**src/design/conFieldPkg.sv**
```systemverilog
package conFieldPkg;

  localparam int condWidth = 6;
  localparam int magicWidth = 9;
  localparam int condGroupCount = 8;

  // COND codes, octal
  localparam logic [condWidth-1:0] condLoadIr = 6'o14;
  localparam logic [condWidth-1:0] condSpecInstr = 6'o15;
  localparam logic [condWidth-1:0] condSrMagic = 6'o16;
  localparam logic [condWidth-1:0] condSelVma = 6'o17;
  localparam logic [condWidth-1:0] condDiagFunc = 6'o20;
  localparam logic [condWidth-1:0] condEbusCtl = 6'o22;
  // 30 through this code are VMA magic
  localparam logic [condWidth-1:0] condVmaMagicLast = 6'o34;
  localparam logic [condWidth-1:0] condVmaDec = 6'o35;
  localparam logic [condWidth-1:0] condVmaInc = 6'o36;
  localparam logic [condWidth-1:0] condLoadVmaHeld = 6'o37;

  // I/O functions are MAGIC 01x
  localparam logic [2:0] funcTopDigit = 3'o0;
  localparam logic [2:0] funcMidDigit = 3'o1;

  localparam logic [2:0] funcConoApr = 3'o4;
  localparam logic [2:0] funcConoPi = 3'o5;
  localparam logic [2:0] funcConoPag = 3'o6;
  localparam logic [2:0] funcDataoApr = 3'o7;

endpackage

```
**src/design/conDiagPkg.sv**
```systemverilog
package conDiagPkg;

  // Readback rows sit on EBUS bits 18 up
  localparam int ebusDiagBase = 18;
  localparam int diagRowCount = 7;

  localparam int diagSelWidth = 3;
  localparam int diagEntryCount = 1 << diagSelWidth;

  localparam logic [diagSelWidth-1:0] diagSelParity = 3'd0;
  localparam logic [diagSelWidth-1:0] diagSelPaging = 3'd1;
  localparam logic [diagSelWidth-1:0] diagSelRun = 3'd2;

  // Console diagnostic function codes
  localparam int dsWidth = 3;
  localparam logic [dsWidth-1:0] dsClearRun = 3'd0;
  localparam logic [dsWidth-1:0] dsSetRun = 3'd1;
  localparam logic [dsWidth-1:0] dsContinue = 3'd2;
  localparam logic [dsWidth-1:0] dsIrStrobe = 3'd4;

  localparam int runDelayStages = 3;

endpackage

```
**src/design/condDecode.sv**
```systemverilog
module condDecode import conFieldPkg::*; (
  input  logic                      conCLK,
  input  logic                      CLK,
  input  logic [condWidth-1:0]      cond,
  input  logic                      mclLoadVma,
  input  logic                      diagIrStrobe,
  output logic [condGroupCount-1:0] condGroupEn,
  output logic                      condDiagFunc,
  output logic                      condEbusCtl,
  output logic                      condSrMagic,
  output logic                      condSpecInstr,
  output logic                      condSelVma,
  output logic                      condLoadVmaHeld,
  output logic                      condVmaMagic,
  output logic [1:0]                vmaSel,
  output logic                      loadIr
);

  logic       decodeEn;
  logic [2:0] condGroup;
  logic [2:0] condLow;
  logic       vmaDecHit;
  logic       vmaIncHit;
  logic       loadIrHit;

  assign decodeEn = ~CLK;
  assign condGroup = cond[condWidth-1:3];
  assign condLow = cond[2:0];

  // One enable per top octal digit, none while in reset
  always_comb begin
    condGroupEn = '0;
    if (decodeEn) begin
      condGroupEn[condGroup] = 1'b1;
    end
  end

  assign condDiagFunc = decodeEn && (cond == conFieldPkg::condDiagFunc);
  assign condEbusCtl = decodeEn && (cond == conFieldPkg::condEbusCtl);
  assign condSrMagic = decodeEn && (cond == conFieldPkg::condSrMagic);
  assign condSpecInstr = decodeEn && (cond == conFieldPkg::condSpecInstr);
  assign condSelVma = decodeEn && (cond == conFieldPkg::condSelVma);
  assign condLoadVmaHeld = decodeEn && (cond == conFieldPkg::condLoadVmaHeld);

  // 30..34 all mean VMA magic
  assign condVmaMagic = decodeEn && (condGroup == condVmaMagicLast[condWidth-1:3]) &&
                        (condLow <= condVmaMagicLast[2:0]);

  assign vmaDecHit = decodeEn && (cond == condVmaDec);
  assign vmaIncHit = decodeEn && (cond == condVmaInc);
  assign loadIrHit = decodeEn && (cond == condLoadIr);

  assign vmaSel[1] = vmaDecHit | mclLoadVma;
  assign vmaSel[0] = vmaIncHit | mclLoadVma;
  assign loadIr = loadIrHit | diagIrStrobe;

  groupEnOneHot: assert property (@(posedge conCLK) !CLK |-> $onehot(condGroupEn));

endmodule

```
**src/design/ioFunctionDecode.sv**
```systemverilog
module ioFunctionDecode import conFieldPkg::*; (
  input  logic                  conCLK,
  input  logic                  CLK,
  input  logic [magicWidth-1:0] magic,
  input  logic                  condDiagFunc,
  input  logic                  condEbusCtl,
  input  logic                  consoleControl,
  input  logic                  ebusSync,
  input  logic [35:0]           ebusIn,
  output logic                  conoApr,
  output logic                  conoPi,
  output logic                  conoPag,
  output logic                  dataoApr,
  output logic                  ebusRel,
  output logic                  wrEvenParAdr,
  output logic                  wrEvenParData,
  output logic                  wrEvenParDir,
  output logic                  cacheLookEn,
  output logic                  cacheLoadEn,
  output logic                  ki10PagingMode,
  output logic                  trapEn
);

  logic [2:0] magicTop;
  logic [2:0] magicMid;
  logic [2:0] magicLow;
  logic       ioFuncEn;
  logic       kl10PagingEn;

  assign magicTop = magic[magicWidth-1:6];
  assign magicMid = magic[5:3];
  assign magicLow = magic[2:0];

  // MAGIC 01x under a diag function, locked out from the console
  assign ioFuncEn = !CLK && condDiagFunc && !consoleControl &&
                    (magicTop == funcTopDigit) && (magicMid == funcMidDigit);

  assign conoApr = ioFuncEn && ebusSync && (magicLow == funcConoApr);
  assign conoPi = ioFuncEn && ebusSync && (magicLow == funcConoPi);
  assign conoPag = ioFuncEn && (magicLow == funcConoPag);
  assign dataoApr = ioFuncEn && (magicLow == funcDataoApr);

  assign ebusRel = ~(condEbusCtl & magic[2] & ebusSync);

  always_ff @(posedge conCLK or posedge CLK) begin
    if (CLK) begin
      wrEvenParAdr <= 1'b0;
      wrEvenParData <= 1'b0;
      wrEvenParDir <= 1'b0;
      cacheLookEn <= 1'b0;
      cacheLoadEn <= 1'b0;
      kl10PagingEn <= 1'b0;
      trapEn <= 1'b0;
    end else begin
      if (conoPi) begin
        wrEvenParAdr <= ebusIn[18];
        wrEvenParData <= ebusIn[19];
        wrEvenParDir <= ebusIn[20];
      end
      if (conoPag) begin
        cacheLookEn <= ebusIn[18];
        cacheLoadEn <= ebusIn[19];
        kl10PagingEn <= ebusIn[21];
        trapEn <= ebusIn[22];
      end
    end
  end

  assign ki10PagingMode = ~kl10PagingEn;

  strobeOneHot: assert property (@(posedge conCLK)
    $onehot0({conoApr, conoPi, conoPag, dataoApr}));

endmodule

```
**src/design/runControl.sv**
```systemverilog
module runControl import conDiagPkg::*; (
  input  logic               conCLK,
  input  logic               CLK,
  input  logic               diagCtlStrobe,
  input  logic [dsWidth-1:0] diagDs,
  output logic               run,
  output logic               start,
  output logic               diagIrStrobe
);

  logic                      runState;
  logic                      startReq;
  logic [runDelayStages-1:0] runChain;
  logic [runDelayStages-1:0] startChain;

  always_ff @(posedge conCLK or posedge CLK) begin
    if (CLK) begin
      runState <= 1'b0;
      startReq <= 1'b0;
      runChain <= '0;
      startChain <= '0;
    end else begin
      if (diagCtlStrobe && diagDs == dsSetRun) begin
        runState <= 1'b1;
      end else if (diagCtlStrobe && diagDs == dsClearRun) begin
        runState <= 1'b0;
      end
      // Request drops once the start pulse is out
      if (diagCtlStrobe && diagDs == dsContinue) begin
        startReq <= 1'b1;
      end else if (start) begin
        startReq <= 1'b0;
      end
      runChain <= {runChain[runDelayStages-2:0], runState};
      // Only launch into an empty chain so start is a single pulse
      startChain <= {startChain[runDelayStages-2:0], startReq & ~(|startChain)};
    end
  end

  assign run = runChain[runDelayStages-1];
  assign start = startChain[runDelayStages-1];
  assign diagIrStrobe = diagCtlStrobe && (diagDs == dsIrStrobe);

  startSinglePulse: assert property (@(posedge conCLK) disable iff (CLK) start |=> !start);

endmodule

```
**src/design/diagStatusGather.sv**
```systemverilog
module diagStatusGather import conDiagPkg::*; (
  input  logic                                         wrEvenParAdr,
  input  logic                                         wrEvenParData,
  input  logic                                         wrEvenParDir,
  input  logic                                         cacheLookEn,
  input  logic                                         cacheLoadEn,
  input  logic                                         ki10PagingMode,
  input  logic                                         trapEn,
  input  logic                                         run,
  input  logic                                         loadIr,
  output logic [diagRowCount-1:0][diagEntryCount-1:0] rowEntries
);

  always_comb begin
    rowEntries = '0;

    // Parity write enables
    rowEntries[0][diagSelParity] = wrEvenParAdr;
    rowEntries[1][diagSelParity] = wrEvenParData;
    rowEntries[2][diagSelParity] = wrEvenParDir;

    // Cache and paging
    rowEntries[0][diagSelPaging] = cacheLookEn;
    rowEntries[1][diagSelPaging] = cacheLoadEn;
    rowEntries[3][diagSelPaging] = ki10PagingMode;
    rowEntries[4][diagSelPaging] = trapEn;

    // Run state, load IR reads back inverted
    rowEntries[0][diagSelRun] = run;
    rowEntries[4][diagSelRun] = ~loadIr;
  end

endmodule

```
**src/design/diagRowMux.sv**
```systemverilog
module diagRowMux import conDiagPkg::*; (
  input  logic                      conCLK,
  input  logic                      CLK,
  input  logic [diagEntryCount-1:0] entries,
  input  logic [diagSelWidth-1:0]   diagSel,
  input  logic                      capture,
  output logic                      rowBit
);

  // Held until the next capture
  always_ff @(posedge conCLK or posedge CLK) begin
    if (CLK) begin
      rowBit <= 1'b0;
    end else if (capture) begin
      rowBit <= entries[diagSel];
    end
  end

endmodule

```
**src/design/diagReadPort.sv**
```systemverilog
module diagReadPort import conDiagPkg::*; (
  input  logic                                               conCLK,
  input  logic                                               CLK,
  input  logic                                               diagReq,
  input  logic [diagRowCount-1:0]                            rowBits,
  output logic                                               capture,
  output logic                                               diagAck,
  output logic [ebusDiagBase+diagRowCount-1:ebusDiagBase]   ebusDiag
);

  always_ff @(posedge conCLK or posedge CLK) begin
    if (CLK) begin
      capture <= 1'b0;
      diagAck <= 1'b0;
    end else begin
      // New request only once the previous one is fully retired
      capture <= diagReq && !diagAck && !capture;
      if (capture) begin
        diagAck <= 1'b1;
      end else if (!diagReq) begin
        diagAck <= 1'b0;
      end
    end
  end

  // Rows are captured on the same edge that raises diagAck
  assign ebusDiag = diagAck ? rowBits : '0;

  ackNeedsReq: assert property (@(posedge conCLK) disable iff (CLK)
    $rose(diagAck) |-> $past(diagReq));

endmodule

```
**src/design/conCore.sv**
```systemverilog
module conCore import conFieldPkg::*, conDiagPkg::*; (
  input  logic                                             conCLK,
  input  logic                                             CLK,
  input  logic [condWidth-1:0]                             cond,
  input  logic                                             mclLoadVma,
  input  logic [magicWidth-1:0]                            magic,
  input  logic                                             consoleControl,
  input  logic                                             ebusSync,
  input  logic [35:0]                                      ebusIn,
  input  logic                                             diagCtlStrobe,
  input  logic [dsWidth-1:0]                               diagDs,
  input  logic                                             diagReq,
  input  logic [diagSelWidth-1:0]                          diagSel,
  output logic [condGroupCount-1:0]                        condGroupEn,
  output logic                                             condDiagFunc,
  output logic                                             condEbusCtl,
  output logic                                             condSrMagic,
  output logic                                             condSpecInstr,
  output logic                                             condSelVma,
  output logic                                             condLoadVmaHeld,
  output logic                                             condVmaMagic,
  output logic [1:0]                                       vmaSel,
  output logic                                             loadIr,
  output logic                                             conoApr,
  output logic                                             conoPi,
  output logic                                             conoPag,
  output logic                                             dataoApr,
  output logic                                             ebusRel,
  output logic                                             wrEvenParAdr,
  output logic                                             wrEvenParData,
  output logic                                             wrEvenParDir,
  output logic                                             cacheLookEn,
  output logic                                             cacheLoadEn,
  output logic                                             ki10PagingMode,
  output logic                                             trapEn,
  output logic                                             run,
  output logic                                             start,
  output logic                                             diagAck,
  output logic [ebusDiagBase+diagRowCount-1:ebusDiagBase] ebusDiag
);

  logic                                        diagIrStrobe;
  logic                                        capture;
  logic [diagRowCount-1:0][diagEntryCount-1:0] rowEntries;
  logic [diagRowCount-1:0]                     rowBits;

  condDecode condDecode0 (.*);

  ioFunctionDecode ioFunctionDecode0 (.*);

  runControl runControl0 (.*);

  diagStatusGather diagStatusGather0 (.*);

  // One capture mux per EBUS readback bit
  for (genvar r = 0; r < diagRowCount; r++) begin : diagRows
    diagRowMux rowMux (
      .conCLK  (conCLK),
      .CLK     (CLK),
      .entries (rowEntries[r]),
      .diagSel (diagSel),
      .capture (capture),
      .rowBit  (rowBits[r])
    );
  end

  diagReadPort diagReadPort0 (.*);

endmodule

```
**config.mk**
```make
export PLATFORM = sky130hd
export DESIGN_NAME = conCore
export DESIGN_NICKNAME = d
export VERILOG_FILES = /design/src/design/conFieldPkg.sv /design/src/design/conDiagPkg.sv /design/src/design/condDecode.sv /design/src/design/ioFunctionDecode.sv /design/src/design/runControl.sv /design/src/design/diagStatusGather.sv /design/src/design/diagRowMux.sv /design/src/design/diagReadPort.sv /design/src/design/conCore.sv
export SDC_FILE = /design/constraint.sdc
export NUM_CORES = 1
export LEC_CHECK = 0
export BUFFER_PORTS_ARGS = -buffer_cell sky130_fd_sc_hd__buf_2
export CORE_ASPECT_RATIO = 0.5
export CORE_UTILIZATION = 29
export CTS_CLUSTER_DIAMETER = 40
export DETAILED_ROUTE_END_ITERATION = 10
export GPL_TIMING_DRIVEN = 0
export SLEW_MARGIN = 20
export SYNTH_ARGS = -nofsm -noshare
export SYNTH_HDL_FRONTEND = slang
export SYNTH_SLANG_ARGS = --single-unit
```
**constraint.sdc**
```tcl
create_clock -name conCLK -period 3.37 [get_ports conCLK]
set_input_delay 0.5055 -clock conCLK [delete_from_list [all_inputs] [get_ports conCLK]]
set_output_delay 0.5055 -clock conCLK [all_outputs]
set_load 0.05 [all_outputs]
```
==> run_results.csv, run 1 <==
group,metric,value,unit
yosys,yosys_most_used_dff,"dfrtp_1",
floorplan,core_area,0.00362,sq mm
yosys,synth_area_leaders,"dfrtp_1 47%, mux2_2 8.7%, and2_1 3.2%",
global_route,antenna_found_initial,0,
sta,fin_setup_tns,0,ns
drt,drt-pass1-iter-count,4,
yosys,synth_edf_count,0,
worst_setup_path,critPathCaptureType,"output port",
global_route,first_global_vias,939,
worst_setup_path,rr_worst_depth,4,
worst_setup_path,cp_cell_sequence,"buf_2, inv_1, nand2_1, nor3b_1, buf_2",
clocking,post_cts_resized,0,
power_and_ir_drop,internal_power,0.455,mW
worst_setup_path,cpPeakStageDelay,0.61,ns
yosys,synth_top_family_by_area,"simple AND/OR/NAND/NOR gates",
place,io_buffers,70,
worst_setup_path,critPathMaxFanout,24,
clocking,cts_setup_buffers,0,
place,hpwl,2250,um
yosys,syn_inst,109,
sta,hold_violations,0,
global_route,grt_overflow,0,
drt,drtIter0Drc,42,
cells_and_area,final_layout_size_suffix_gt1_frac,0.533,
clocking,cts_buffers,3,
worst_setup_path,critical_path_class,"input port to output port",
sta,max_freq,409,MHz
floorplan,die_w,91.4,um
power_and_ir_drop,power.ir.vdd_worst,0.143,mV
yosys,async_flop_share,1.00,
worst_setup_path,critical_path_required,2.86,ns
sta,rsz0062_at_grt,"no",
floorplan,io-pin-count,104,
drt,wl,2730,um
yosys,ys_ff_latch,22,
drt,antenna_left,0,
cells_and_area,final_cell_area,0.00164,sq mm
yosys,synthMuxAreaShare,0.0960,
worst_setup_path,cp-start-kind,"input port",
cells_and_area,finalNetCount,249,
floorplan,dieArea,0.00427,sq mm
sta,setup_viol,0,
yosys,yosys_warnings,0,
power_and_ir_drop,power.switching,0.218,mW
yosys,yosysMostFrequentCell,"dfrtp_1",
drt,wire_per_inst,11.6,um
worst_setup_path,critical_path_arrival,1.94,ns
floorplan,die_h,46.7,um
yosys,ys_seq_area_frac,0.475,
worst_setup_path,slowest_stage,"inv_1",
power_and_ir_drop,p_leak,0.920,nW
clocking,cts.sinks,22,
place,placed_area,0.00158,sq mm
worst_setup_path,timing.rr.end,"diagRows[4].rowMux.rowBit",
yosys,synth_compound_area_frac,0.0809,
yosys,ys_types,36,
worst_hold_path,holdCritPathClass,"flop to flop",
floorplan,start_util,0.320,
clocking,clockBufferDepth,2,
sta,min_period_over_period,0.726,
clocking,cts_tree,"yes",
power_and_ir_drop,combPwrFrac,0.259,
worst_setup_path,critPathBufInv,3,
yosys,yosys.area_share.simple,0.310,
global_route,grt_start_max_net_pins,25,
sta,period_needed,2.45,ns
yosys,synthAdderAreaFrac,0,
yosys,synth_xor_area_frac,0,
global_route,gr-usage-all-layers,0.125,
worst_hold_path,holdPathStages,0,
place,place_congestion,0.721,
cells_and_area,fillers,356,
clocking,clock_latency,0.25,ns
worst_hold_path,min-delay-start,"runControl0.runChain[1]",
sta,tightest_slew,0.830,ns
sta,slew_violations,0,
power_and_ir_drop,p_sw_frac,0.324,
worst_setup_path,rrSetupSlack,1.96,ns
worst_setup_path,rr_startpoint,"diagReadPort0.capture",
worst_setup_path,cp_top_family,"buffers and inverters",
yosys,syn_avg_cell_area,10.6,sq um
yosys,yosys.area.top_type,"dfrtp_1",
worst_setup_path,crit_path_frequent_cell,"buf_2",
sta,slew_headroom,0.446,
flow_run,drv_cap,0,
sta,finalClockSkew,0.00502,ns
floorplan,num_rows,15,
status,status,"completed",
drt,route.detailed.drc,0,
clocking,ctsHoldBuffers,0,
yosys,netlist_area,0.00116,sq mm
cells_and_area,num_antenna_cells,0,
drt,vias,1081,
clocking,root_buffer,"clkbuf_8",
yosys,synth_commonest_cells,"22 x dfrtp_1, 9 x mux2_2, 8 x nand2_1, 7 x nor2_1, 7 x nor3_1",
power_and_ir_drop,powerDensity,410,mW/mm^2
clocking,clk_pin_slew,0.07,ns
global_route,grt_first_pass_wirelength,4180,um
power_and_ir_drop,p_clk_frac,0.267,
clocking,htreeDepth,1,
cells_and_area,area_growth,41.3,%
yosys,yosysTopAreaCellShare,0.475,
power_and_ir_drop,seqPwrFrac,0.474,
drt,routed_via_density,4.60,
worst_hold_path,min_to,"runControl0.runChain[2]",
## final cells by class
| cell class | instances | area (sq um) | share of cell area |
|---|---|---|---|
| Timing Repair Buffer | 70 | 350 | 0.214 |
| Multi-Input combinational cell | 79 | 578 | 0.353 |
| Buffer | 3 | 18.8 | 0.0115 |
| Sequential cell | 22 | 551 | 0.336 |
| Inverter | 6 | 22.5 | 0.0137 |
| Tap cell | 51 | 63.8 | 0.0389 |
| Clock buffer | 4 | 55.1 | 0.0336 |
## metal layers
layer | share of wire | vias up | GRT usage
li1 | - | 542 | -
met1 | 0.46 | 506 | 0.165
met2 | 0.49 | 31 | 0.223
met3 | 0.046 | 2 | 0.0264
met4 | 0.0029 | 0 | 0.0190
met5 | 0 | - | 0
## metrics by stage
step	power, mW	instances	setup slack, ns	hold WS (ns)	utilization
finish	0.673	235	0.922	0.344	0.453
global placement	0.497	231	0.862	0.331	0.437
detailed placement	0.499	231	0.851	0.335	0.437
floorplan	0.439	110	0.286	0.331	-
global route	0.713	235	0.629	0.356	0.453
CTS	0.679	235	0.842	0.350	0.453
## state kept, by name, indices dropped and copies added, names as in the netlist
name	count
ioFunctionDecode0.kl10PagingEn	1
ioFunctionDecode0.cacheLoadEn	1
diagReadPort0.diagAck	1
runControl0.startChain	3
ioFunctionDecode0.wrEvenParDir	1
ioFunctionDecode0.wrEvenParAdr	1
ioFunctionDecode0.wrEvenParData	1
runControl0.runState	1
runControl0.runChain	3
diagRows.rowMux.rowBit	5
runControl0.startReq	1
ioFunctionDecode0.cacheLookEn	1
ioFunctionDecode0.trapEn	1
diagReadPort0.capture	1
## kinds of logic (layout without fill, tap and decap cells)
logic type	count (synthesis)	in the layout
compound gates	11	11
simple gates	56	56
buf+inv	9	83
other cells	1	2
flops	22	22
mux	10	10
## how the worst max path moves through the flow
stage | from | end | cells after the start
2_1_floorplan | cond[5] | ebusRel | 4
5_1_grt | CLK | condGroupEn[5] | 5
4_1_cts | CLK | condGroupEn[5] | 5
6_report | CLK | condGroupEn[5] | 5
3_5_place_dp | CLK | condGroupEn[5] | 5
3_3_place_gp | CLK | condGroupEn[5] | 5
## power by group through the flow
stage / sequential, mW / clock (mW) / combinational (mW)
2_1_floorplan: 0.359 / 0 / 0.0805
6_report: 0.319 / 0.180 / 0.174
3_5_place_dp: 0.324 / 0 / 0.175
5_1_grt: 0.324 / 0.200 / 0.189
4_1_cts: 0.319 / 0.185 / 0.176
3_3_place_gp: 0.323 / 0 / 0.173
## worst register-to-register path, stage by stage (launching register included)
cell	delay, ns
dfrtp_1	0.37
clkinv_1	0.23
nor3_1	0.47
a32oi_1	0.17
o41ai_1	0.08
## cell usage in the layout, fill, tap and decap left out, types with 2 or more instances in the layout
master / count
and2_1: 6
conb_1: 2
nor3_1: 7
and3_1: 4
and4_2: 2
and2_2: 2
nor2_1: 7
nor4_1: 3
a32o_1: 3
nand2b_1: 3
dfrtp_1: 22
nor3b_1: 2
and3_2: 2
buf_2: 70
inv_1: 5
buf_4: 2
nand2_1: 8
o21ai_0: 2
mux2_2: 9
clkbuf_8: 4
No activity file was read; power rests on OpenSTA's default activity.
==> run 2: changes to the inputs <==
--- a/config.mk
+++ b/config.mk
@@ -11,6 +11,7 @@
 export CTS_CLUSTER_DIAMETER = 40
 export DETAILED_ROUTE_END_ITERATION = 10
 export GPL_TIMING_DRIVEN = 0
+export PLACE_DENSITY = 0.67
 export SLEW_MARGIN = 20
 export SYNTH_ARGS = -nofsm -noshare
 export SYNTH_HDL_FRONTEND = slang
==> constraint.sdc (replaced) <==
create_clock -name conCLK -period 2.21 [get_ports conCLK]
set_input_delay 0.3315 -clock conCLK [delete_from_list [all_inputs] [get_ports conCLK]]
set_output_delay 0.3315 -clock conCLK [all_outputs]
set_load 0.05 [all_outputs]
==> run_results.csv, run 2 (synthesis results as in run 1) <==
group,metric,value,unit
drt,drt-pass1-iter-count,4,
floorplan,start_util,0.320,
place,dp.cells,231,
cells_and_area,final_layout_size_suffix_gt1_frac,0.560,
clocking,clockBufferDepth,2,
drt,antenna_left,0,
floorplan,die_w,91.4,um
worst_setup_path,cpPeakStageDelay,0.43,ns
clocking,root_buffer,"clkbuf_8",
place,placed_area,0.00162,sq mm
global_route,grt_overflow,0,
sta,slew_violations,0,
cells_and_area,layout_common_cells,"70 x buf_2, 22 x dfrtp_1, 9 x mux2_2, 8 x nand2_1, 7 x nor2_1",
sta,rsz0062_at_grt,"no",
clocking,post_cts_resized,1,
sta,fin_setup_tns,0,ns
worst_hold_path,holdCritPathClass,"input port to asynchronous set/reset pin",
worst_setup_path,slowest_stage,"nor4b_1",
worst_setup_path,critPathBufInv,2,
clocking,clock_latency,0.26,ns
cells_and_area,num_antenna_cells,0,
global_route,grt_first_pass_wirelength,4300,um
drt,routed_via_density,4.69,
floorplan,die_h,46.7,um
cells_and_area,area_growth,44.3,%
global_route,antenna_found_initial,0,
clocking,cts.sinks,22,
drt,route.detailed.drc,0,
worst_setup_path,critical_path_required,1.88,ns
sta,min_period_over_period,0.932,
global_route,grt_start_max_net_pins,25,
sta,max_freq,485,MHz
cells_and_area,mostFrequentLayoutCell,"buf_2",
worst_setup_path,cp-start-kind,"input port",
worst_setup_path,cp_top_family,"simple AND/OR/NAND/NOR gates",
power_and_ir_drop,p_leak,0.921,nW
global_route,first_global_vias,993,
power_and_ir_drop,powerDensity,619,mW/mm^2
sta,setup_viol,0,
place,hpwl,2320,um
clocking,cts_buffers,3,
cells_and_area,final_cell_area,0.00167,sq mm
sta,hold_violations,0,
clocking,cts_tree,"yes",
cells_and_area,top_register,"diagRows.rowMux.rowBit",
cells_and_area,largest_registers,"diagRows.rowMux.rowBit (5), runControl0.runChain (3), runControl0.startChain (3)",
drt,vias,1103,
worst_setup_path,critical_path_class,"input port to output port",
drt,drtIter0Drc,29,
worst_setup_path,crit_path_frequent_cell,"buf_2",
clocking,ctsHoldBuffers,0,
floorplan,io-pin-count,104,
cells_and_area,finalNetCount,249,
sta,finalClockSkew,0.00254,ns
place,io_buffers,70,
power_and_ir_drop,finalPower,1.04,mW
worst_setup_path,critPathMaxFanout,5,
place,place_congestion,0.766,
cells_and_area,utilization,0.462,
global_route,gr-usage-all-layers,0.130,
floorplan,num_rows,15,
worst_setup_path,cp_cell_sequence,"buf_2, nor4b_1, nand4_2, nor3_4, buf_2",
worst_setup_path,critical_path_arrival,1.73,ns
floorplan,dieArea,0.00427,sq mm
floorplan,core_area,0.00362,sq mm
clocking,clk_pin_slew,0.08,ns
clocking,htreeDepth,1,
clocking,cts_setup_buffers,0,
worst_setup_path,rrSetupSlack,0.84,ns
worst_setup_path,critPathCaptureType,"output port",
cells_and_area,final_cells,235,
cells_and_area,largest_reg_flops,5,
power_and_ir_drop,power.ir.vdd_worst,0.281,mV
sta,period_needed,2.06,ns
flow_run,drv_cap,0,
drt,wl,2810,um
status,status,"completed",
drt,wire_per_inst,11.9,um
run 2: cell types whose count changed in the layout (fill, tap and decap cells not counted):
cell	before	now
nor4b_2	1	0
nor3b_1	2	1
nor3_1	7	6
nor3_2	0	1
nor4b_4	0	1
inv_1	5	4
clkinvlp_4	0	1
nor3b_2	1	2
nor4_1	3	1
nor4_2	1	3
run 2: metrics by stage:
stage / setup slack [ns] / hold slack [ns]
after floorplan: -0.106 / 0.331
after global placement: 0.0264 / 0.334
after detailed placement: -0.0232 / 0.342
after CTS: 0.122 / 0.157
after global routing: 0.000761 / 0.185
final: 0.150 / 0.142
run 2: path summary, 6_finish.rpt:
| path | startpoint | endpoint | depth (start not counted) |
|---|---|---|---|
| min | CLK | runControl0.startChain[2] | 2 |
| max | consoleControl | conoPag | 5 |
| min in group conCLK | diagReq | diagReadPort0.diagAck | 3 |
| max reg2reg | diagReadPort0.capture | diagRows[4].rowMux.rowBit | 4 |
| max in group asynchronous | CLK | ioFunctionDecode0.cacheLoadEn | 2 |
| min reg2reg | runControl0.runChain[0] | runControl0.runChain[1] | 0 |
run 2: layout make-up:
type / count / area, sq um
Inverter: 6 / 26.3
Timing Repair Buffer: 70 / 350
Fill cell: 379 / 1950
Tap cell: 51 / 63.8
Buffer: 3 / 18.8
Multi-Input combinational cell: 79 / 609
Clock buffer: 4 / 55.1
Sequential cell: 22 / 551
run 2: layer usage:
| metal | part of all wire | global-route usage | vias up |
|---|---|---|---|
| met5 | 0 | 0 | - |
| met4 | 0 | 0.0286 | 0 |
| met3 | 0.043 | 0.0297 | 0 |
| met2 | 0.52 | 0.257 | 26 |
| met1 | 0.43 | 0.150 | 532 |
| li1 | - | - | 545 |
run 2: worst register-to-register path, cell delays in order, from the launching register on:
cell      delay [ns]
dfrtp_1         0.35
clkinv_1        0.22
nor3_1          0.46
a32oi_1         0.16
o41ai_1         0.08
run 2: report_power, final:
part / switching, mW / leakage [nW] / internal (mW)
registers: 0.0282 / 0.292 / 0.458
clock network: 0.122 / 0.0288 / 0.159
logic: 0.192 / 0.601 / 0.0784
